==> src/decoder_pkg.sv <==
package decoder_pkg;

    // Global stage driven by the environment
    typedef enum logic [2:0] {
        STAGE_IDLE                = 3'd0,
        STAGE_MEASUREMENT_LOADING = 3'd1,
        STAGE_GROW                = 3'd2,
        STAGE_MERGE               = 3'd3
    } stage_e;

    localparam int DEFAULT_GRID_WIDTH_X = 4;  // Units per round
    localparam int DEFAULT_GRID_WIDTH_U = 3;  // Measurement rounds
    localparam int DEFAULT_MAX_WEIGHT   = 2;  // Uniform edge weight

    // Bits needed for a unit address, round * X + column
    function automatic int root_width(input int grid_x, input int grid_u);
        int width;
        width = $clog2(grid_x * grid_u);
        if (width < 1) begin
            width = 1;
        end
        return width;
    endfunction

    // Bits needed to count growth up to the full weight
    function automatic int growth_width(input int max_weight);
        int width;
        width = $clog2(max_weight + 1);
        if (width < 1) begin
            width = 1;
        end
        return width;
    endfunction

endpackage

==> src/unit_link_if.sv <==
`timescale 1ns/1ns

interface unit_link_if #(
    parameter int ROOT_WIDTH = decoder_pkg::root_width(decoder_pkg::DEFAULT_GRID_WIDTH_X,
                                                       decoder_pkg::DEFAULT_GRID_WIDTH_U)
);
    logic [ROOT_WIDTH-1:0] root;           // Current cluster label of the unit
    logic                  has_defect;
    logic                  at_boundary;
    logic                  active;         // Defect present, no boundary reached
    logic [ROOT_WIDTH-1:0] peer_root;      // All ones means no peer
    logic                  peer_defect;
    logic                  peer_boundary;

    modport unit (
        output root,
        output has_defect,
        output at_boundary,
        output active,
        input  peer_root,
        input  peer_defect,
        input  peer_boundary
    );

    modport link (
        input  root,
        input  has_defect,
        input  at_boundary,
        input  active,
        output peer_root,
        output peer_defect,
        output peer_boundary
    );

endinterface

==> src/growth_link.sv <==
`timescale 1ns/1ns

module growth_link #(
    parameter int ROOT_WIDTH  = 4,
    parameter int MAX_WEIGHT  = 2,
    parameter bit IS_BOUNDARY = 1'b0
) (
    input  logic                clk_i,
    input  logic                rst_n_i,
    input  decoder_pkg::stage_e global_stage_i,
    unit_link_if.link           side_a,
    unit_link_if.link           side_b,
    output logic                fully_grown_o
);
    import decoder_pkg::*;

    localparam int GW = growth_width(MAX_WEIGHT);

    logic [GW-1:0] growth_q;
    logic [1:0]    increase;     // Active endpoints this cycle
    logic [GW+1:0] growth_sum;   // Room for two increments
    logic          grown;

    always_ff @(posedge clk_i) begin
        if (!rst_n_i) begin
            growth_q <= '0;
        end else if (global_stage_i == STAGE_MEASUREMENT_LOADING) begin
            growth_q <= '0;
        end else if (global_stage_i == STAGE_GROW) begin
            if (growth_sum >= MAX_WEIGHT) begin
                growth_q <= GW'(MAX_WEIGHT);  // Saturate
            end else begin
                growth_q <= GW'(growth_sum);
            end
        end
    end

    assign growth_sum    = {2'b00, growth_q} + {{GW{1'b0}}, increase};
    assign grown         = (growth_q == GW'(MAX_WEIGHT));
    assign fully_grown_o = grown;

    if (IS_BOUNDARY) begin : g_boundary
        // The boundary acts as a peer that only brings its boundary flag
        assign increase             = {1'b0, side_a.active};
        assign side_a.peer_root     = {ROOT_WIDTH{1'b1}};
        assign side_a.peer_defect   = 1'b0;
        assign side_a.peer_boundary = grown;
    end else begin : g_internal
        assign increase = {1'b0, side_a.active} + {1'b0, side_b.active};

        // Cluster data crosses only a fully grown edge
        assign side_a.peer_root     = grown ? side_b.root : {ROOT_WIDTH{1'b1}};
        assign side_a.peer_defect   = grown & side_b.has_defect;
        assign side_a.peer_boundary = grown & side_b.at_boundary;

        assign side_b.peer_root     = grown ? side_a.root : {ROOT_WIDTH{1'b1}};
        assign side_b.peer_defect   = grown & side_a.has_defect;
        assign side_b.peer_boundary = grown & side_a.at_boundary;
    end

endmodule

==> src/processing_unit.sv <==
`timescale 1ns/1ns

module processing_unit #(
    parameter int ROOT_WIDTH = 4,
    parameter int ADDRESS    = 0
) (
    input  logic                  clk_i,
    input  logic                  rst_n_i,
    input  decoder_pkg::stage_e   global_stage_i,
    input  logic                  measurement_i,
    output logic                  measurement_o,
    unit_link_if.unit             west,
    unit_link_if.unit             east,
    unit_link_if.unit             down,
    unit_link_if.unit             up,
    output logic [ROOT_WIDTH-1:0] root_o,
    output logic                  active_o,
    output logic                  busy_o
);
    import decoder_pkg::*;

    localparam logic [ROOT_WIDTH-1:0] OWN_ADDRESS = ROOT_WIDTH'(ADDRESS);

    logic                  syndrome_q;     // Shift register stage of the syndrome
    logic [ROOT_WIDTH-1:0] root_q;
    logic                  defect_q;
    logic                  boundary_q;
    logic                  busy_q;
    logic [ROOT_WIDTH-1:0] min_we;
    logic [ROOT_WIDTH-1:0] min_du;
    logic [ROOT_WIDTH-1:0] min_peer;
    logic [ROOT_WIDTH-1:0] root_next;
    logic                  defect_next;
    logic                  boundary_next;
    logic                  active;

    // Smallest label seen over grown edges, absent peers read all ones
    always_comb begin
        min_we    = (west.peer_root < east.peer_root) ? west.peer_root : east.peer_root;
        min_du    = (down.peer_root < up.peer_root) ? down.peer_root : up.peer_root;
        min_peer  = (min_we < min_du) ? min_we : min_du;
        root_next = (root_q < min_peer) ? root_q : min_peer;
    end

    assign defect_next   = defect_q | west.peer_defect | east.peer_defect
                         | down.peer_defect | up.peer_defect;
    assign boundary_next = boundary_q | west.peer_boundary | east.peer_boundary
                         | down.peer_boundary | up.peer_boundary;

    always_ff @(posedge clk_i) begin
        if (!rst_n_i) begin
            syndrome_q <= 1'b0;
            root_q     <= OWN_ADDRESS;
            defect_q   <= 1'b0;
            boundary_q <= 1'b0;
            busy_q     <= 1'b0;
        end else begin
            case (global_stage_i)
                STAGE_MEASUREMENT_LOADING: begin
                    syndrome_q <= measurement_i;  // Take the round above
                    root_q     <= OWN_ADDRESS;
                    defect_q   <= measurement_i;
                    boundary_q <= 1'b0;
                    busy_q     <= 1'b0;
                end
                STAGE_MERGE: begin
                    root_q     <= root_next;
                    defect_q   <= defect_next;
                    boundary_q <= boundary_next;
                    busy_q     <= (root_next != root_q) || (defect_next != defect_q)
                               || (boundary_next != boundary_q);
                end
                default: begin
                    busy_q <= 1'b0;  // Idle and grow keep the cluster data
                end
            endcase
        end
    end

    assign active        = defect_q & ~boundary_q;
    assign measurement_o = syndrome_q;
    assign root_o        = root_q;
    assign active_o      = active;
    assign busy_o        = busy_q;

    // Same view of the cluster on every side
    assign west.root        = root_q;
    assign west.has_defect  = defect_q;
    assign west.at_boundary = boundary_q;
    assign west.active      = active;
    assign east.root        = root_q;
    assign east.has_defect  = defect_q;
    assign east.at_boundary = boundary_q;
    assign east.active      = active;
    assign down.root        = root_q;
    assign down.has_defect  = defect_q;
    assign down.at_boundary = boundary_q;
    assign down.active      = active;
    assign up.root          = root_q;
    assign up.has_defect    = defect_q;
    assign up.at_boundary   = boundary_q;
    assign up.active        = active;

endmodule

==> src/decoding_graph.sv <==
`timescale 1ns/1ns

module decoding_graph #(
    parameter int GRID_WIDTH_X = decoder_pkg::DEFAULT_GRID_WIDTH_X,
    parameter int GRID_WIDTH_U = decoder_pkg::DEFAULT_GRID_WIDTH_U,
    parameter int MAX_WEIGHT   = decoder_pkg::DEFAULT_MAX_WEIGHT
) (
    input  logic                                  clk_i,
    input  logic                                  rst_n_i,
    input  decoder_pkg::stage_e                   global_stage_i,
    input  logic [GRID_WIDTH_X-1:0]               measurements_i,
    output logic [GRID_WIDTH_X*GRID_WIDTH_U-1:0]  active_o,
    output logic [GRID_WIDTH_X*GRID_WIDTH_U
                  *decoder_pkg::root_width(GRID_WIDTH_X, GRID_WIDTH_U)-1:0] roots_o,
    output logic [GRID_WIDTH_X*GRID_WIDTH_U-1:0]  busy_o,
    output logic [GRID_WIDTH_X:0]                 correction_o
);
    import decoder_pkg::*;

    localparam int RW       = root_width(GRID_WIDTH_X, GRID_WIDTH_U);
    localparam int PU_COUNT = GRID_WIDTH_X * GRID_WIDTH_U;
    localparam int TOP      = (GRID_WIDTH_U - 1) * GRID_WIDTH_X;  // First address of top round

    // One interface per unit side, indexed by unit address
    unit_link_if #(.ROOT_WIDTH(RW)) west_if [PU_COUNT] ();
    unit_link_if #(.ROOT_WIDTH(RW)) east_if [PU_COUNT] ();
    unit_link_if #(.ROOT_WIDTH(RW)) down_if [PU_COUNT] ();
    unit_link_if #(.ROOT_WIDTH(RW)) up_if   [PU_COUNT] ();

    logic [PU_COUNT-1:0]   measurement_out;       // Syndrome handed to the round below
    logic [GRID_WIDTH_X:0] h_grown [GRID_WIDTH_U];

    for (genvar k = 0; k < GRID_WIDTH_U; k++) begin : g_round
        for (genvar i = 0; i < GRID_WIDTH_X; i++) begin : g_unit
            localparam int ADDR = k * GRID_WIDTH_X + i;
            logic measurement_in;

            if (k == GRID_WIDTH_U - 1) begin : g_top
                assign measurement_in = measurements_i[i];
            end else begin : g_below
                assign measurement_in = measurement_out[ADDR + GRID_WIDTH_X];
            end

            processing_unit #(
                .ROOT_WIDTH(RW),
                .ADDRESS   (ADDR)
            ) pu (
                .clk_i         (clk_i),
                .rst_n_i       (rst_n_i),
                .global_stage_i(global_stage_i),
                .measurement_i (measurement_in),
                .measurement_o (measurement_out[ADDR]),
                .west          (west_if[ADDR]),
                .east          (east_if[ADDR]),
                .down          (down_if[ADDR]),
                .up            (up_if[ADDR]),
                .root_o        (roots_o[ADDR*RW +: RW]),
                .active_o      (active_o[ADDR]),
                .busy_o        (busy_o[ADDR])
            );
        end

        // Horizontal links, both ends are boundaries
        for (genvar j = 0; j <= GRID_WIDTH_X; j++) begin : g_h_link
            if (j == 0) begin : g_west_edge
                growth_link #(.ROOT_WIDTH(RW), .MAX_WEIGHT(MAX_WEIGHT), .IS_BOUNDARY(1'b1)) link (
                    .clk_i(clk_i), .rst_n_i(rst_n_i), .global_stage_i(global_stage_i),
                    .side_a       (west_if[k*GRID_WIDTH_X]),
                    .side_b       (west_if[k*GRID_WIDTH_X]),  // No far side
                    .fully_grown_o(h_grown[k][j])
                );
            end else if (j == GRID_WIDTH_X) begin : g_east_edge
                growth_link #(.ROOT_WIDTH(RW), .MAX_WEIGHT(MAX_WEIGHT), .IS_BOUNDARY(1'b1)) link (
                    .clk_i(clk_i), .rst_n_i(rst_n_i), .global_stage_i(global_stage_i),
                    .side_a       (east_if[k*GRID_WIDTH_X + j - 1]),
                    .side_b       (east_if[k*GRID_WIDTH_X + j - 1]),
                    .fully_grown_o(h_grown[k][j])
                );
            end else begin : g_inner
                growth_link #(.ROOT_WIDTH(RW), .MAX_WEIGHT(MAX_WEIGHT), .IS_BOUNDARY(1'b0)) link (
                    .clk_i(clk_i), .rst_n_i(rst_n_i), .global_stage_i(global_stage_i),
                    .side_a       (east_if[k*GRID_WIDTH_X + j - 1]),
                    .side_b       (west_if[k*GRID_WIDTH_X + j]),
                    .fully_grown_o(h_grown[k][j])
                );
            end
        end
    end

    // Vertical links between adjacent rounds
    for (genvar k = 0; k < GRID_WIDTH_U - 1; k++) begin : g_v_round
        for (genvar i = 0; i < GRID_WIDTH_X; i++) begin : g_v_link
            growth_link #(.ROOT_WIDTH(RW), .MAX_WEIGHT(MAX_WEIGHT), .IS_BOUNDARY(1'b0)) link (
                .clk_i(clk_i), .rst_n_i(rst_n_i), .global_stage_i(global_stage_i),
                .side_a       (up_if[k*GRID_WIDTH_X + i]),
                .side_b       (down_if[(k+1)*GRID_WIDTH_X + i]),
                .fully_grown_o()
            );
        end
    end

    // Nothing below round 0 or above the top round
    for (genvar i = 0; i < GRID_WIDTH_X; i++) begin : g_time_edge
        assign down_if[i].peer_root          = {RW{1'b1}};
        assign down_if[i].peer_defect        = 1'b0;
        assign down_if[i].peer_boundary      = 1'b0;
        assign up_if[TOP + i].peer_root      = {RW{1'b1}};
        assign up_if[TOP + i].peer_defect    = 1'b0;
        assign up_if[TOP + i].peer_boundary  = 1'b0;
    end

    assign correction_o = h_grown[0];  // Round 0 edges, west to east

endmodule

==> config.mk <==
export PLATFORM = sky130hd
export DESIGN_NAME = decoding_graph
export DESIGN_NICKNAME = d
export VERILOG_FILES = /design/src/decoder_pkg.sv /design/src/unit_link_if.sv /design/src/growth_link.sv /design/src/processing_unit.sv /design/src/decoding_graph.sv
export SDC_FILE = /design/constraint.sdc
export NUM_CORES = 1
export LEC_CHECK = 0
export ABC_AREA = 1
export BUFFER_PORTS_ARGS = -buffer_cell sky130_fd_sc_hd__buf_2
export CAP_MARGIN = 15
export CORE_UTILIZATION = 51
export CTS_CLUSTER_DIAMETER = 60
export DETAILED_ROUTE_END_ITERATION = 6
export PLACE_DENSITY_LB_ADDON = 0.15
export SETUP_SLACK_MARGIN = 0.3
export SLEW_MARGIN = 20
export SYNTH_ARGS = -nofsm -noshare
export SYNTH_HDL_FRONTEND = slang
export SYNTH_SLANG_ARGS = --single-unit
==> constraint.sdc <==
create_clock -name clk_i -period 3.1 [get_ports clk_i]
set_input_delay 0.155 -clock clk_i [delete_from_list [all_inputs] [get_ports clk_i]]
set_output_delay 0.155 -clock clk_i [all_outputs]
set_load 0.05 [all_outputs]
# Word-level counts from Yosys, hierarchy flattened
# Cells that the tools add are included.
# W data, S select, Z words.
dict set report word_totals {
  output_inout_bits 77
  input_bits 9
  reg_bits 138
}
dict set report op_classes {
  muxes 141
  magnitude_cmp 71
  bitwise_logic 167
  addsub 40
  eq_ne 62
  reduce_logical 27
}
# operator n
set ops {}
lappend ops {{$mux W4} 82}
lappend ops {{$lt A4 B4 Y1} 34}
lappend ops {{$pmux W4 S2} 12}
lappend ops {{$and A1 B1 Y1} 80}
lappend ops {{$or A1 B1 Y1} 74}
lappend ops {{$ge A3 B2 Y1 const B} 23}
lappend ops {{$add A2 B2 Y3} 17}
lappend ops {{$ne A4 B4 Y1} 12}
lappend ops {{$pmux W1 S2} 24}
lappend ops {{$eq A2 B2 Y1 const B} 23}
lappend ops {{$mux W2} 23}
lappend ops {{$add A1 B1 Y2} 17}
lappend ops {{$lt A4 B4 Y1 const A} 7}
lappend ops {{$lt A4 B4 Y1 const B} 7}
lappend ops {{$logic_or A1 B1 Y1} 24}
lappend ops {{$ne A1 B1 Y1} 24}
lappend ops {{$add A2 B1 Y3} 6}
lappend ops {{$not A1 Y1} 13}
lappend ops {{$eq A3 B2 Y1 const B} 2}
lappend ops {{$eq A3 B1 Y1 const B} 1}
lappend ops {{$reduce_and A2 Y1} 1}
lappend ops {{$reduce_bool A2 Y1} 1}
lappend ops {{$reduce_or A2 Y1} 1}

# Logic depth before layout (Yosys ltp)
dict set report depth {
  ltp_word 11
  mapped_depth 31
  ltp_nobuf 31
}

# Worst setup path after synthesis
# Ideal clock, no wire load.
dict set report synth_path {
  kind {register -> register}
  startpoint {register g_round[0].g_unit[3].pu.root_q[3]}
  endpoint {register g_round[1].g_unit[3].pu.busy_q}
  arrival_time_ns 3.358
  setup_ns 0.109
  period_less_slack_ns 3.467
  path_stages_with_launch 24
  n_path_buf 0
  slack_ns -0.367
  path_cell_list {dfxtp_1 > or2_2 > ha_1 > inv_1 > a21oi_1 > nand2_2 > o21ai_0 > ha_1 > inv_1 > nor2_1 > nand2_1 > inv_1 > nand2_1 > nand2_2 > o21ai_0 > ha_1 > inv_1 > nor2_1 > nand2_2 > nand2_4 > a21oi_2 > nand4_1 > nand2_1 > inv_1}
}
dict set report synth_via {
  elab_chain_cells 10
}
# item line
set synth_lines {}
lappend synth_lines {{start: declaration} processing_unit.sv:25} ;# logic [ROOT_WIDTH-1:0] root_q;
lappend synth_lines {{start signal: assignment} processing_unit.sv:67} ;# root_q <= root_next;
lappend synth_lines {{$mux W4 *} growth_link.sv:56} ;# assign side_b.peer_root = grown ? side_a.root : {ROOT_WIDTH{1'b1}};
lappend synth_lines {{$lt A4 B4 Y1} processing_unit.sv:40} ;# min_du = (down.peer_root < up.peer_root) ? down.peer_root : up.peer_root;
lappend synth_lines {{$mux W4 *} processing_unit.sv:40}
lappend synth_lines {{$lt A4 B4 Y1} processing_unit.sv:41} ;# min_peer = (min_we < min_du) ? min_we : min_du;
lappend synth_lines {{$mux W4 *} processing_unit.sv:41}
lappend synth_lines {{$lt A4 B4 Y1} processing_unit.sv:42} ;# root_next = (root_q < min_peer) ? root_q : min_peer;
lappend synth_lines {{$mux W4 *} processing_unit.sv:42}
lappend synth_lines {{$ne A4 B4 Y1 *} processing_unit.sv:70} ;# busy_q <= (root_next != root_q) || (defect_next != defect_q)
lappend synth_lines {{$logic_or A1 B1 Y1 *} processing_unit.sv:70}
lappend synth_lines {{$logic_or A1 B1 Y1 *} processing_unit.sv:71} ;# || (boundary_next != boundary_q);
lappend synth_lines {{end signal: assignment} processing_unit.sv:70}
lappend synth_lines {{end: declaration} processing_unit.sv:28} ;# logic busy_q;
# Mark *: on every way between the ends. The rest lies on a longest branch, timed or not.
# A chain may end at the register's enable or synchronous reset.

# Worst setup path after layout
dict set report layout_path {
  startpoint {register g_round[1].g_h_link[2].g_inner.link.growth_q[0]}
  endpoint {register g_round[1].g_unit[1].pu.root_q[2]}
}
dict set report layout_via {
  elab_chain_cells 9
}
# item line
set layout_lines {}
lappend layout_lines {{start: declaration} growth_link.sv:19} ;# logic [GW-1:0] growth_q;
lappend layout_lines {{start signal: assignment} growth_link.sv:31} ;# growth_q <= GW'(MAX_WEIGHT);
lappend layout_lines {{start signal: assignment} growth_link.sv:33} ;# growth_q <= GW'(growth_sum);
lappend layout_lines {{$eq A2 B2 Y1 *} growth_link.sv:39} ;# assign grown = (growth_q == GW'(MAX_WEIGHT));
lappend layout_lines {{$mux W4 *} growth_link.sv:52} ;# assign side_a.peer_root = grown ? side_b.root : {ROOT_WIDTH{1'b1}};
lappend layout_lines {{$lt A4 B4 Y1} processing_unit.sv:39} ;# min_we = (west.peer_root < east.peer_root) ? west.peer_root : east.peer_root;
lappend layout_lines {{$mux W4 *} processing_unit.sv:39}
lappend layout_lines {{$lt A4 B4 Y1} processing_unit.sv:41}
lappend layout_lines {{$mux W4 *} processing_unit.sv:41}
lappend layout_lines {{$lt A4 B4 Y1} processing_unit.sv:42}
lappend layout_lines {{$mux W4 *} processing_unit.sv:42}
lappend layout_lines {{$pmux W4 S2 *} processing_unit.sv:58} ;# case (global_stage_i)
lappend layout_lines {{end signal: assignment} processing_unit.sv:67}
lappend layout_lines {{end: declaration} processing_unit.sv:25}
# Marks and branches as above.

==> impl_metrics.tcl <==
set metrics [dict create \
    ys_types 44 \
    first_pass_iters 5 \
    cts.sinks 138 \
    finalCritPeriodShare_pct 108 \
    slowest_stage "dfxtp_4" \
    syn-num-nets 2021 \
    setup_slack_ns -0.258 \
    met3WireLength_um 3460 \
    initial_core_util_pct 52.6 \
    hold_end "g_round[2].g_unit[1].pu.measurement_o" \
    wire_per_inst_um 18.3 \
    synthDominantCellAreaShare_pct 22.1 \
    num_rows 56 \
    diodes 0 \
    synth-async-reset-ratio_pct 0 \
    swShare_pct 38.4 \
    ys_seq_area_share_pct 22.1 \
    synthesis.area_um2 12500 \
    dp_hpwl_um 30800 \
    intPower_mw 3.83 \
    tightest_slew_ns 1.10 \
    cp-start-kind "flip-flop" \
    hold_path_depth 3 \
    hold_viol 0 \
    synth.avg_cell_area_um2 6.87 \
    pwr-share-clk_pct 33.0 \
    seq_area_um2 2880 \
    yosysWarnings 0 \
    placed_area_um2 15000 \
    drc 0 \
    synth_cells 1818 \
    die_w_um 158 \
    gp_congestion 0.978 \
    grt.total_usage_pct 34.3 \
    grt_pass1_wl_um 65600 \
    antenna_found_initial 0 \
    grt_max_degree 65 \
    rsz0062_at_grt "true" \
    drv_cap 0 \
    fin_crit_ns 3.36 \
    synth_commonest_cells "318 x nand2_1, 309 x inv_1, 177 x ha_1" \
    holdCritPathClass "input pin to flip-flop" \
    die_area_um2 25100 \
    status "finished with violations" \
    finalMaxSlewViolations 0 \
    postLayoutCellArea_um2 18100 \
    multi_input_area_um2 9970 \
    drive_gt1_share_pct 44.6 \
    p_total_mw 6.22 \
    critical-path-max-stage-delay_ns 0.37 \
    clock.fmax_mhz 298 \
    r2r-end "g_round[1].g_unit[1].pu.down.root[2]" \
    grt-ovfl-total 0 \
    clkTransAtPathRegs_ns 0.07 \
    pwr-share-seq_pct 29.9 \
    cts_buffers 17 \
    synth_edf_count 0 \
    synthToLayoutAreaGrowth_pct 45.3 \
    met2_length_um 21700 \
    leakage_nw 8.71 \
    synth_most_common_cell "nand2_1" \
    dr_total_vias 14179 \
    hp-start "measurements_i[1]" \
    final.setup.tns_ns -6.01 \
    place_inst 2371 \
    port_buffers 85 \
    r2r_slack_ns -0.26 \
    cp_data_required_time_ns 3.39 \
    h-tree-depth 4 \
    power.density_nw_per_um2 343 \
    die_y_um 158 \
    ant_nets 0 \
    failed_checks "negative setup slack" \
    synth_area_leader_cell "dfxtp_1" \
    p_comb_share_pct 37.1 \
    fill_cells 1641 \
    vias_per_cell 5.60 \
    timing.slew.headroom_pct 26.9 \
    synthFlopType "dfxtp_1" \
    routed_wl_um 46300 \
    cpMostUsedCell "nand2_2" \
    synth_area_leaders "dfxtp_1 22%, ha_1 18%, nand2_1 9.6%, inv_1 9.3%, nor2_1 5.3%" \
    met1_length_um 19200 \
    root_buffer "clkbuf_16" \
    cts_tree "yes" \
    crit_arrival_ns 3.65 \
    core_area_um2 23800 \
    layout.cells.non_filler 2532 \
    nets 2403 \
    drtIter0Drc 1299 \
    rr_worst_depth 28 \
    r2r_start "g_round[1].g_h_link[2].g_inner.link.growth_q[0]" \
    ir_drop_v 0.000336 \
    power.switching_mw 2.39 \
    crit_path_end_kind "flip-flop" \
    fin_skew_ns 0.0154 \
    worstSetupPathType "flip-flop to flip-flop" \
    cp_max_fo 5 \
    clkLatencyLatePin_ns 0.44 \
    ios 86 \
    clockBufferDepth 2 \
    ys_ff_latch 138 \
    highest_layer "met4" \
    grt_pass1_vias 12941 \
    setup_viol_count_final 32 \
]
## per-layer routing
layer | up-vias | global-route usage [%]
met4 | 0 | 13.0
met1 | 6713 | 43.8
met5 | - | 0
met3 | 154 | 5.72
li1 | 6675 | -
met2 | 637 | 57.7
## cell families (layout without fill, tap and decap cells)
logic type                 count (synthesis)  after routing  share of synthesized area [%]
and+or+nand+nor                          705            713                           25.8
buffers and inverters                    408            795                           13.2
AOI/OAI and AO/OA                        373            373                           18.4
adders and majority gates                194            194                           20.5
DFF                                      138            138                           22.1
## timing repair
action | CTS | global route
hold buffers | 1 | 0
endpoints found under the setup margin | 45 | 48
setup buffers | 71 | 49
gates resized for setup | 138 | 289
pin swaps | 77 | 164
gates cloned | 7 | 1
hold endpoints to repair | 1 | 0
## critical path, delay by kind of cell (launching register included)
family	cells	cell delay, ns
flip-flops	1	0.37
AND/OR/NAND/NOR	15	1.32
buffers and inverters	5	0.29
adder cells (fa/ha/maj)	3	0.73
AO/OA/AOI/OAI	5	0.52
## registers in the layout, indices dropped and copies added, names as in the netlist
name,cells
g_round.g_unit.pu.down.root,48
g_round.g_unit.pu.down.has_defect,12
g_round.g_unit.pu.measurement_o,8
g_round.g_unit.pu.busy_o,12
g_round.g_unit.pu.down.at_boundary,12
g_round.g_h_link.g_east_edge.link.growth_q,6
g_round.g_h_link.g_inner.link.growth_q,18
g_v_round.g_v_link.link.growth_q,16
g_round.g_h_link.g_west_edge.link.growth_q,6
## metrics by stage
step / utilization, % / hold slack [ns] / setup WS [ns]
after floorplan: - / 0.317 / 0.0104
after global placement: 63.1 / 0.429 / -0.264
after detailed placement: 63.1 / 0.435 / -0.312
after CTS: 69.9 / 0.00416 / -0.192
after global routing: 76.4 / 0.0355 / -0.466
final: 76.4 / 0.00533 / -0.258
## worst max path at each step
stage / startpoint / to / slack [ns] / depth (start not counted)
floorplan: g_v_round[0].g_v_link[3].link.growth_q[0] / g_round[1].g_unit[3].pu.busy_o / 0.01 / 29
global placement: g_round[2].g_h_link[2].g_inner.link.growth_q[0] / g_round[2].g_unit[2].pu.down.root[0] / -0.26 / 29
detailed placement: g_round[2].g_h_link[3].g_inner.link.growth_q[0] / g_round[2].g_unit[2].pu.down.root[0] / -0.31 / 30
CTS: g_round[2].g_h_link[2].g_inner.link.growth_q[0] / g_round[2].g_unit[2].pu.busy_o / -0.19 / 29
global route: g_v_round[0].g_v_link[0].link.growth_q[1] / g_round[1].g_unit[0].pu.busy_o / -0.47 / 27
finish: g_round[1].g_h_link[2].g_inner.link.growth_q[0] / g_round[1].g_unit[1].pu.down.root[2] / -0.26 / 28
## final cells by class
| cell class | count | area share, % |
|---|---|---|
| clock buffers | 17 | 2.34 |
| clock inverters | 15 | 0.724 |
| inverters | 342 | 7.28 |
| multi-input cells | 1280 | 54.9 |
| flip-flops and latches | 138 | 15.8 |
| well taps | 319 | 2.20 |
| repair buffers | 421 | 16.7 |
## cell usage in the layout (no fill, tap or decap), types with 13 or more instances in the layout
master and count:
nand2_2 97, dfxtp_4 16, nand3_2 16, nand2_4 63, nor2_1 130, a221oi_1 18
o22ai_1 36, a21oi_2 32, buf_6 19, inv_4 13, buf_2 85, ha_1 142
buf_4 315, inv_1 257, nand2_1 225, a21oi_1 49, a211oi_1 25, nor2_4 38
nand3_1 65, o21ai_2 41, nor3_1 20, a21oi_4 20, dfxtp_2 42, o21ai_1 27
dfxtp_1 80, o21ai_0 52, inv_2 69, nor2_2 24, ha_4 33, fa_1 17
clkbuf_16 17, o21ai_4 14
## power by group through the flow
| stage | registers, mW | logic, mW | clock network (mW) |
|---|---|---|---|
| final | 1.86 | 2.31 | 2.05 |
| after detailed placement | 1.90 | 1.62 | 0 |
| after global routing | 1.87 | 2.49 | 2.11 |
| after floorplan | 1.96 | 1.01 | 0 |
| after CTS | 1.86 | 1.85 | 2.04 |
| after global placement | 1.89 | 1.58 | 0 |
No activity file was read; power rests on OpenSTA's default activity.
